--- config.mk ---
export PLATFORM = sky130hd
export DESIGN_NAME = uart_top
export DESIGN_NICKNAME = d
export VERILOG_FILES = /design/src/design/uart_pkg.sv /design/src/design/uart_top.sv /design/src/design/uart_csrs.sv /design/src/design/uart_rx.sv /design/src/design/uart_tx.sv
export VERILOG_INCLUDE_DIRS = /design/src /design/src/design
export SDC_FILE = /design/constraint.sdc
export NUM_CORES = 1
export LEC_CHECK = 0
export BUFFER_PORTS_ARGS = -buffer_cell sky130_fd_sc_hd__buf_2
export CORE_ASPECT_RATIO = 1.2
export CORE_MARGIN = 2
export CORE_UTILIZATION = 45
export CTS_CLUSTER_DIAMETER = 100
export DETAILED_ROUTE_END_ITERATION = 7
export SLEW_MARGIN = 20
export SYNTH_ARGS = -nofsm -noshare
export SYNTH_HDL_FRONTEND = slang
export SYNTH_SLANG_ARGS = --single-unit
--- constraint.sdc ---
create_clock -name clk_i -period 3.13 [get_ports clk_i]
set_input_delay 0.626 -clock clk_i [delete_from_list [all_inputs] [get_ports clk_i]]
set_output_delay 0.626 -clock clk_i [all_outputs]
set_load 0.02 [all_outputs]
--- src/design/uart_consts.svh ---
// uart widths and register word addresses
`ifndef UART_CONSTS_SVH
`define UART_CONSTS_SVH

// bit time divisor, in clock cycles
`define UART_DIV_W 16

// register bus data width
`define UART_BUS_W 32

// word addresses on the register bus
`define UART_ADDR_CTRL   2'd0 // control word
`define UART_ADDR_STATUS 2'd1 // rx flag, tx ready
`define UART_ADDR_TXDATA 2'd2 // byte to send
`define UART_ADDR_RXDATA 2'd3 // last byte received

`endif
--- src/design/uart_pkg.sv ---
// uart shared types
// bus request and response, control word, write data views
`default_nettype none
`include "uart_consts.svh"

package uart_pkg;

   typedef struct packed {
      logic                                  tx_en;        // transmitter on
      logic                                  rx_en;        // receiver on
      logic                                  soft_rst;     // level, held until cleared
      logic [`UART_BUS_W-`UART_DIV_W-4:0]    rsvd;
      logic [`UART_DIV_W-1:0]                bit_duration; // cycles per bit
   } uart_ctrl_t;

   typedef struct packed {
      logic [`UART_BUS_W-9:0] unused;
      logic [7:0]             data;   // byte to send
   } uart_txword_t;

   // one write word, read per address
   typedef union packed {
      uart_ctrl_t   ctrl; // at the control address
      uart_txword_t tx;   // at the tx data address
   } uart_wdata_u;

   typedef struct packed {
      logic [1:0]  addr;
      logic        we;
      uart_wdata_u wdata;
   } uart_bus_req_t;

   typedef struct packed {
      logic [`UART_BUS_W-1:0] rdata;
   } uart_bus_rsp_t;

endpackage

`default_nettype wire

--- src/design/uart_top.sv ---
// uart peripheral top
// register block with transmitter and receiver, serial pins
`timescale 1ns/1ps
`default_nettype none

module uart_top (
   input  wire                      clk_i,
   input  wire                      arst_i,
   input  wire                      req_valid_i,
   input  wire uart_pkg::uart_bus_req_t req_i,
   output logic                     req_ready_o,
   output logic                     rsp_valid_o,
   output uart_pkg::uart_bus_rsp_t  rsp_o,
   input  wire                      rxd_i,
   output wire                      txd_o,
   input  wire                      cts_i,
   output logic                     rts_o
);

   uart_pkg::uart_ctrl_t ctrl;
   logic                 tx_valid;
   logic [7:0]           tx_byte;
   logic                 tx_ready;
   logic                 rx_valid;
   logic [7:0]           rx_byte;

   uart_csrs csrs0 (
      .clk_i       (clk_i),
      .arst_i      (arst_i),
      .req_valid_i (req_valid_i),
      .req_i       (req_i),
      .req_ready_o (req_ready_o),
      .rsp_valid_o (rsp_valid_o),
      .rsp_o       (rsp_o),
      .ctrl_o      (ctrl),
      .tx_valid_o  (tx_valid),
      .tx_byte_o   (tx_byte),
      .tx_ready_i  (tx_ready),
      .rx_valid_i  (rx_valid),
      .rx_byte_i   (rx_byte)
   );

   uart_tx tx0 (
      .clk_i      (clk_i),
      .arst_i     (arst_i),
      .ctrl_i     (ctrl),
      .cts_i      (cts_i),
      .tx_valid_i (tx_valid),
      .tx_byte_i  (tx_byte),
      .tx_ready_o (tx_ready),
      .txd_o      (txd_o)
   );

   uart_rx rx0 (
      .clk_i      (clk_i),
      .arst_i     (arst_i),
      .ctrl_i     (ctrl),
      .rxd_i      (rxd_i),
      .rx_valid_o (rx_valid),
      .rx_byte_o  (rx_byte),
      .rts_o      (rts_o)
   );

endmodule

`default_nettype wire

--- src/design/uart_csrs.sv ---
// uart register block
// address decode, control word, tx write back-pressure, rx byte and flag
`timescale 1ns/1ps
`default_nettype none
`include "uart_consts.svh"

module uart_csrs (
   input  wire                      clk_i,
   input  wire                      arst_i,
   input  wire                      req_valid_i,
   input  wire uart_pkg::uart_bus_req_t req_i,
   output logic                     req_ready_o,
   output logic                     rsp_valid_o,
   output uart_pkg::uart_bus_rsp_t  rsp_o,
   output uart_pkg::uart_ctrl_t     ctrl_o,
   output logic                     tx_valid_o,
   output logic [7:0]               tx_byte_o,
   input  wire                      tx_ready_i,
   input  wire                      rx_valid_i,
   input  wire [7:0]                rx_byte_i
);

   logic                   wr_tx;   // pending tx data write
   logic                   accept;
   logic                   wr_ctrl;
   logic                   rd_any;
   logic                   rd_rx;
   logic                   rx_flag;
   logic [7:0]             rx_byte_q;
   logic [`UART_BUS_W-1:0] rdata_mux;

   ////////////////////
   // request decode
   assign wr_tx       = req_valid_i & req_i.we & (req_i.addr == `UART_ADDR_TXDATA);
   assign tx_valid_o  = wr_tx;
   assign tx_byte_o   = req_i.wdata.tx.data;
   assign req_ready_o = ~wr_tx | tx_ready_i; // only tx writes stall
   assign accept      = req_valid_i & req_ready_o;
   assign wr_ctrl     = accept & req_i.we & (req_i.addr == `UART_ADDR_CTRL);
   assign rd_any      = accept & ~req_i.we;
   assign rd_rx       = rd_any & (req_i.addr == `UART_ADDR_RXDATA);

   always_comb begin
      case (req_i.addr)
         `UART_ADDR_CTRL:   rdata_mux = ctrl_o;
         `UART_ADDR_STATUS: rdata_mux = {{(`UART_BUS_W-2){1'b0}}, rx_flag, tx_ready_i};
         `UART_ADDR_RXDATA: rdata_mux = {{(`UART_BUS_W-8){1'b0}}, rx_byte_q};
         default:           rdata_mux = '0; // tx data reads as zero
      endcase
   end

   ////////////////////
   // registers
   always_ff @(posedge clk_i or negedge arst_i) begin
      if (!arst_i)      ctrl_o <= '0;
      else if (wr_ctrl) ctrl_o <= req_i.wdata.ctrl;
   end

   always_ff @(posedge clk_i or negedge arst_i) begin
      if (!arst_i) rsp_valid_o <= 1'b0;
      else         rsp_valid_o <= rd_any; // cycle after acceptance
   end

   always_ff @(posedge clk_i) begin
      if (rd_any) rsp_o.rdata <= rdata_mux;
   end

   // new byte wins over a same cycle read
   always_ff @(posedge clk_i or negedge arst_i) begin
      if (!arst_i)              rx_flag <= 1'b0;
      else if (ctrl_o.soft_rst) rx_flag <= 1'b0;
      else if (rx_valid_i)      rx_flag <= 1'b1;
      else if (rd_rx)           rx_flag <= 1'b0;
   end

   always_ff @(posedge clk_i) begin
      if (rx_valid_i) rx_byte_q <= rx_byte_i; // unread byte is overwritten
   end

endmodule

`default_nettype wire

--- src/design/uart_rx.sv ---
// uart receiver
// idle line sync, start bit centering, data sampling and rts
`timescale 1ns/1ps
`default_nettype none
`include "uart_consts.svh"

module uart_rx (
   input  wire                  clk_i,
   input  wire                  arst_i,
   input  wire uart_pkg::uart_ctrl_t ctrl_i,
   input  wire                  rxd_i,
   output logic                 rx_valid_o,
   output logic [7:0]           rx_byte_o,
   output logic                 rts_o
);

   localparam logic [2:0] RX_SYNC   = 3'd0; // wait for high line
   localparam logic [2:0] RX_IDLE   = 3'd1; // high for one bit time
   localparam logic [2:0] RX_START  = 3'd2; // wait for falling edge
   localparam logic [2:0] RX_CENTER = 3'd3; // half bit into start
   localparam logic [2:0] RX_DATA   = 3'd4; // data bits, then stop

   logic [2:0]             rx_pc;
   logic [`UART_DIV_W-1:0] rx_cyclecnt;
   logic [3:0]             rx_bitcnt;
   logic [7:0]             rx_shift;
   logic                   rx_run;
   logic                   sample_en;

   assign rx_run    = ctrl_i.rx_en & ~ctrl_i.soft_rst;
   assign sample_en = rx_run && (rx_pc == RX_DATA)
                      && (rx_cyclecnt == ctrl_i.bit_duration);

   always_ff @(posedge clk_i or negedge arst_i) begin
      if (!arst_i) rts_o <= 1'b0;
      else         rts_o <= rx_run;
   end

   // data path, one sample per bit time
   always_ff @(posedge clk_i) begin
      if (sample_en) begin
         if (rx_bitcnt == 4'd8) rx_byte_o <= rx_shift; // stop bit sample
         else                   rx_shift  <= {rxd_i, rx_shift[7:1]};
      end
   end

   ////////////////////
   // receive program
   always_ff @(posedge clk_i or negedge arst_i) begin
      if (!arst_i) begin
         rx_pc       <= RX_SYNC;
         rx_cyclecnt <= `UART_DIV_W'(1);
         rx_bitcnt   <= 4'd0;
         rx_valid_o  <= 1'b0;
      end else if (!rx_run) begin
         rx_pc       <= RX_SYNC;
         rx_cyclecnt <= `UART_DIV_W'(1);
         rx_bitcnt   <= 4'd0;
         rx_valid_o  <= 1'b0;
      end else begin
         rx_valid_o <= 1'b0; // one cycle pulse
         case (rx_pc)
            RX_SYNC: begin
               rx_cyclecnt <= `UART_DIV_W'(1);
               rx_bitcnt   <= 4'd0;
               if (rxd_i) rx_pc <= RX_IDLE;
            end
            RX_IDLE: begin
               if (!rxd_i) begin
                  rx_pc <= RX_SYNC;  // glitch, start over
               end else if (rx_cyclecnt == ctrl_i.bit_duration) begin
                  rx_pc <= RX_START;
               end else begin
                  rx_cyclecnt <= rx_cyclecnt + `UART_DIV_W'(1);
               end
            end
            RX_START: begin
               rx_cyclecnt <= `UART_DIV_W'(1);
               if (!rxd_i) rx_pc <= RX_CENTER;
            end
            RX_CENTER: begin
               if (rx_cyclecnt == (ctrl_i.bit_duration >> 1)) begin
                  rx_cyclecnt <= `UART_DIV_W'(1);
                  if (rxd_i) rx_pc <= RX_SYNC; // false start
                  else       rx_pc <= RX_DATA;
               end else begin
                  rx_cyclecnt <= rx_cyclecnt + `UART_DIV_W'(1);
               end
            end
            RX_DATA: begin
               if (sample_en) begin
                  rx_cyclecnt <= `UART_DIV_W'(1);
                  if (rx_bitcnt == 4'd8) begin
                     rx_valid_o <= 1'b1;
                     rx_bitcnt  <= 4'd0;
                     rx_pc      <= RX_START; // straight to next frame
                  end else begin
                     rx_bitcnt <= rx_bitcnt + 4'd1;
                  end
               end else begin
                  rx_cyclecnt <= rx_cyclecnt + `UART_DIV_W'(1);
               end
            end
            default: rx_pc <= RX_SYNC;
         endcase
      end
   end

endmodule

`default_nettype wire

--- src/design/uart_tx.sv ---
// uart transmitter
// cts synchronizer and 8N1 frame serializer with valid/ready byte input
`timescale 1ns/1ps
`default_nettype none
`include "uart_consts.svh"

module uart_tx (
   input  wire                  clk_i,
   input  wire                  arst_i,
   input  wire uart_pkg::uart_ctrl_t ctrl_i,
   input  wire                  cts_i,
   input  wire                  tx_valid_i,
   input  wire [7:0]            tx_byte_i,
   output logic                 tx_ready_o,
   output wire                  txd_o
);

   localparam logic [1:0] TX_WAIT = 2'd0; // wait for a byte
   localparam logic [1:0] TX_LOAD = 2'd1; // build the frame
   localparam logic [1:0] TX_SEND = 2'd2; // shift it out

   logic [1:0]             cts_q;
   logic [1:0]             tx_pc;
   logic [9:0]             tx_pattern;  // stop, data, start
   logic [3:0]             tx_bitcnt;
   logic [`UART_DIV_W-1:0] tx_cyclecnt;
   logic [7:0]             tx_byte_q;
   logic                   tx_run;

   assign txd_o  = tx_pattern[0];
   assign tx_run = ctrl_i.tx_en & ~ctrl_i.soft_rst & cts_q[1];

   always_ff @(posedge clk_i or negedge arst_i) begin
      if (!arst_i) cts_q <= 2'b00;
      else         cts_q <= {cts_q[0], cts_i}; // two flop sync
   end

   always_ff @(posedge clk_i) begin
      if (tx_valid_i && tx_ready_o) tx_byte_q <= tx_byte_i;
   end

   ////////////////////
   // frame program
   always_ff @(posedge clk_i or negedge arst_i) begin
      if (!arst_i) begin
         tx_pc       <= TX_WAIT;
         tx_ready_o  <= 1'b0;
         tx_pattern  <= '1;
         tx_bitcnt   <= 4'd0;
         tx_cyclecnt <= `UART_DIV_W'(1);
      end else if (!tx_run) begin // disabled, soft reset or cts low
         tx_pc       <= TX_WAIT;
         tx_ready_o  <= 1'b0;
         tx_pattern  <= '1;
         tx_bitcnt   <= 4'd0;
         tx_cyclecnt <= `UART_DIV_W'(1);
      end else begin
         case (tx_pc)
            TX_WAIT: begin
               tx_pattern  <= '1;      // line idles high
               tx_bitcnt   <= 4'd0;
               tx_cyclecnt <= `UART_DIV_W'(1);
               if (tx_valid_i && tx_ready_o) begin
                  tx_ready_o <= 1'b0;
                  tx_pc      <= TX_LOAD;
               end else begin
                  tx_ready_o <= 1'b1;
               end
            end
            TX_LOAD: begin
               tx_pattern <= {1'b1, tx_byte_q, 1'b0};
               tx_pc      <= TX_SEND;
            end
            TX_SEND: begin
               if (tx_cyclecnt == ctrl_i.bit_duration) begin
                  tx_cyclecnt <= `UART_DIV_W'(1);
                  if (tx_bitcnt == 4'd9) begin // stop bit done
                     tx_pc <= TX_WAIT;
                  end else begin
                     tx_pattern <= {1'b1, tx_pattern[9:1]}; // lsb first
                     tx_bitcnt  <= tx_bitcnt + 4'd1;
                  end
               end else begin
                  tx_cyclecnt <= tx_cyclecnt + `UART_DIV_W'(1);
               end
            end
            default: tx_pc <= TX_WAIT;
         endcase
      end
   end

endmodule

`default_nettype wire

==> results <==
- The post-route netlist has 27.31% of its cells at a drive strength greater than 1.
- In the synthesized netlist the async set-or-reset flop fraction comes to 59.24%.
- The number of global-route vias before repair is around 4900.
- Counting every sink on the clock net gives 157.
- Static timing analysis puts the maximum clock frequency at 0.3763 GHz.
- The routed design uses 424 um of met3 wire.
- The cell with the biggest individual delay on the critical path is sky130_fd_sc_hd__or4_4.
- The detail route stage leaves a number of antenna-violating nets equal to 0.
- Entering global routing, the biggest net connects 54 pins.
- After detailed routing, the number of vias per cell comes to approximately 5.4.
- The count of buffers inserted at the top-level ports is 75.
- After layout, the minimum clock period comes to 2657 ps.
- The class of the tightest hold or removal check is in -> async.
- During synthesis, Yosys emitted a total of 0 warnings.
- For this run, the leading register cell type out of synthesis is sky130_fd_sc_hd__dfrtp_1.
- The non-filler instance count after layout is 878.
- The power per cell area is 587.5 nW/um^2.
- The total of endpoints with negative setup slack in the final report is 0.
- The number of DRC violations after detailed routing is 0.
- The endpoint identified for the worst register-to-register timing path is rx0.rx_shift[0].
- The clock-pin slew on the worst setup and hold paths is about 70 ps.
- In the final routing, the length of wire on met1 measures 6898 um.
- The nature of the critical path startpoint is a flop.
- Setup repair after global routing left no endpoint under its margin.
- Setup slack on the critical path of the routed design comes to 472.9 ps.
- The CTS tree is yes.
- The initialized floorplan defines 50 standard-cell rows.
- Counting cells, the worst reg-to-reg path comes to 5.
- The overall fraction of global-route tracks in use is 19.78%.
- At the pin with the least slew margin, the transition time is 782.4 ps.
- The max-capacitance violation count is 0.
- A synthesized cell averages around 12 sq um.
- The setup skew after layout is 9.587 ps.
- The met2 wirelength from detailed routing is around 8000 um.
- The final wirelength is approximately 16000 um.
- The worst slew margin relative to its limit is 47.64%.
- The flop-to-flop setup slack is 470 ps.
- The initial detailed-routing violation count is between 200 and 300.
- In this run the worst path has a maximum fanout of 8.
- At the end of routability-driven placement, the weighted congestion stood at 0.8134.
- The critical path class is reg -> reg.
- The worst register-to-register path begins at csrs0.ctrl_o[11].
- In the final timing run, aggregate negative setup slack is 0 ps.
- By area the synthesized netlist is led by sky130_fd_sc_hd__dfrtp_1 (28%), sky130_fd_sc_hd__edfxtp_1 (27%), sky130_fd_sc_hd__mux2_2 (6.7%).
- The peak supply drop is 419.2 uV.
- The die covers 17110 sq um.
- The quantity of gates resized following cts is 0.
- The remaining global-route overflow is 0.
- The library cell used most frequently in the layout, excluding fill and tap cells, is sky130_fd_sc_hd__dfrtp_1.
- The count of final hold-check violations came to 0.
- The critical path contains buffers and inverters numbering 0 combined.
- Dividing the detail-routed wire length by the instance count gives 18.02 um.
- The data arrival at the endpoint of the critical path is 2720 ps.
- The wire length of the first global-routing pass is between 20000 and 30000 um.
- The floorplan step defined a core boundary enclosing 15640 sq um.
- The top cell types in the final layout, fill and taps aside, are sky130_fd_sc_hd__dfrtp_1 (82), sky130_fd_sc_hd__buf_2 (74), sky130_fd_sc_hd__edfxtp_1 (64).
- In this run, synthesis inferred 64 flip-flops with an integrated enable.
- Buffers inserted during clock tree synthesis total 17.
- On the critical path the largest part of the delay comes from simple AND/OR/NAND/NOR gates.
- After synthesis the cells add up to around 7200 sq um.
- The max-slew violation total from the final report was 0.
- The worst-case clock buffer depth is 2.
- The number of cells in the design after placement is 846.
- In this run the static leakage power is 3.242 nW.
- The number of I/O pins is 76.
- At the end of the flow, the number of nets in the layout was 707.
- The critical path capture point type is a flop.
- The synthesized netlist net count is 636.
- The number of antenna violations at the first check in global routing is 0.
- The die is 142.9 um tall.
- The effective utilization at floorplan is 46.24%.
- The share of the Yosys chip area taken by registers is 58.94%.
- The critical path goes through xnor2_1 > nand4_1 > or4_4 > or2_2 > nor2_1.
- The synthesized design devotes to its leading area cell type between 20% and 30% of total area.
- The top metal layer carrying routed signals is met4.
- For this run, the detailed router's first-pass iteration total came to 7.
- The placed wire-length estimate after detailed placement is about 12000 um.
- The clock network latency to the later pin of the worst-skew pair is roughly 430 ps.
- The width of the chip is approximately 120 um.
- The portion of the clock cycle consumed by the worst path in the final layout is 84.89%.
- In this run, synthesis produced a sequential element count of 157.
- 0 antenna diodes ended up in the layout.
- The required arrival time at the worst endpoint is 3200 ps.
- The clock tree root buffer cell is sky130_fd_sc_hd__clkbuf_16.
- After clock tree synthesis, the flow added hold-fix buffers numbering 0.
- The synthesized design spends more area on one cell type than any other, namely sky130_fd_sc_hd__dfrtp_1.
- The H-tree depth is 4.
- Counting every instance in the synthesized netlist gives a little under 600.
- After synthesis, the netlist uses 59 different library cells.
- OpenSTA, run right after detailed placement, puts the worst setup slack at 432.7 ps.
- The flow ran to the end, and the final reports show no timing, DRC or antenna violations.
- In this design, the stage delay of the slowest critical-path cell is 550 ps.
- The area growth from synthesis to layout is 16.14%.
- The routed layout has 4779 vias.
- The post-CTS setup repair buffer count is 0.
[power by group]
group	leakage, nW	total (mW)	switching (mW)	internal, mW
sequential	1.79	2.42	0.144	2.27
clock	0.292	2.00	0.931	1.07
combinational	1.16	0.514	0.263	0.252
total	3.24	4.93	1.34	3.60
[stage by stage]
stage | cell area [sq um] | utilization (%) | hold slack [ps] | power, mW
6_report | 8399 | 53.70 | 189.5 | 4.935
5_1_grt | 8399 | 53.70 | 226.1 | 5.149
4_1_cts | 8399 | 53.70 | 200.0 | 4.995
3_5_place_dp | 7799 | 49.86 | 338.5 | 2.981
3_3_place_gp | 7799 | 49.86 | 338.9 | 2.965
2_1_floorplan | 7232 | - | 330.4 | 2.787
[synth_stat cells, types with 2 or more instances]
library cell               number
sky130_fd_sc_hd__clkbuf_2       6
sky130_fd_sc_hd__nor4_4         2
sky130_fd_sc_hd__buf_2          7
sky130_fd_sc_hd__and3_1         4
sky130_fd_sc_hd__o211ai_1       2
sky130_fd_sc_hd__nand2_1       27
sky130_fd_sc_hd__xnor2_1       49
sky130_fd_sc_hd__and4_1         2
sky130_fd_sc_hd__dfrtp_1       82
sky130_fd_sc_hd__mux2_2        43
sky130_fd_sc_hd__a21oi_1       26
sky130_fd_sc_hd__ha_1          10
sky130_fd_sc_hd__dfstp_2       11
sky130_fd_sc_hd__inv_1         15
sky130_fd_sc_hd__and2_1        26
sky130_fd_sc_hd__xor2_1         6
sky130_fd_sc_hd__mux2i_1        3
sky130_fd_sc_hd__a22o_1        13
sky130_fd_sc_hd__a21oi_2        2
sky130_fd_sc_hd__o21ai_0       25
sky130_fd_sc_hd__or3_1         16
sky130_fd_sc_hd__nand2b_1       6
sky130_fd_sc_hd__nand3b_1       3
sky130_fd_sc_hd__a221o_1        7
sky130_fd_sc_hd__clkbuf_1      12
sky130_fd_sc_hd__nor3_1         6
sky130_fd_sc_hd__nand4_1       17
sky130_fd_sc_hd__nand3_1       17
sky130_fd_sc_hd__or4_4          2
sky130_fd_sc_hd__a21o_1         5
sky130_fd_sc_hd__nor2_1        35
sky130_fd_sc_hd__o21ai_1        6
sky130_fd_sc_hd__buf_6          4
sky130_fd_sc_hd__edfxtp_1      64
[routing by layer]
layer	vias up	global-route usage, %
li1	2260	-
met1	2406	24.96
met2	88	33.59
met3	25	3.674
met4	0	8.235
met5	-	0
[state kept, by name (all words and copies together) (netlist names)]
register / cells
tx0.tx_ready_o: 1
rx0.rx_byte_o: 8
tx0.tx_cyclecnt: 16
rx0.rts_o: 1
rx0.rx_bitcnt: 4
tx0.tx_pc: 2
rx0.rx_valid_o: 1
csrs0.rx_byte_q: 8
rx0.rx_shift: 8
rx0.rx_pc: 3
rx0.rx_cyclecnt: 16
csrs0.ctrl_o: 32
csrs0.rx_flag: 1
tx0.tx_bitcnt: 4
tx0.tx_byte_q: 8
csrs0.rsp_valid_o: 1
tx0.cts_q: 2
csrs0.rsp_o: 32
tx0.tx_pattern: 9
[cell families (layout without fill, tap and decap cells)]
family	count (synthesis)	after routing	share of synthesized area, %
AND/OR/NAND/NOR	173	173	13.44
flip-flops	157	157	58.94
AO/OA/AOI/OAI	100	100	9.135
XOR/XNOR	55	55	6.661
multiplexers	46	46	7.111
buffers and inverters	45	129	2.976
adder cells (fa/ha/maj)	10	10	1.730
[worst max-delay path by stage]
stage	cells past startpoint	to	slack [ps]	start
global route	5	rx0.rx_byte_o[6]	330	csrs0.ctrl_o[9]
CTS	5	rx0.rx_shift[0]	440	csrs0.ctrl_o[11]
floorplan	4	csrs0.rx_flag	530	req_i[32]
finish	5	rx0.rx_shift[0]	470	csrs0.ctrl_o[11]
global placement	5	rx0.rx_shift[0]	510	csrs0.ctrl_o[9]
detailed placement	5	rx0.rx_shift[0]	430	csrs0.ctrl_o[11]
[final cells by class]
type                       count  area, sq um
fill                        1385         7241
sequential                   157         4263
multi-input combinational    384         2764
timing repair buffer          82        455.4
clock buffer                  17        425.4
tap                          208        260.3
clock inverter                15        175.2
inverter                      15        56.30
[worst register-to-register path: cells and delay by family (launching register included)]
family	cells	cell delay, ps
DFF	1	440
and+or+nand+nor	4	1560
xor gates and xnor gates	1	300
Note: power is estimated with default switching activity, not from simulation.
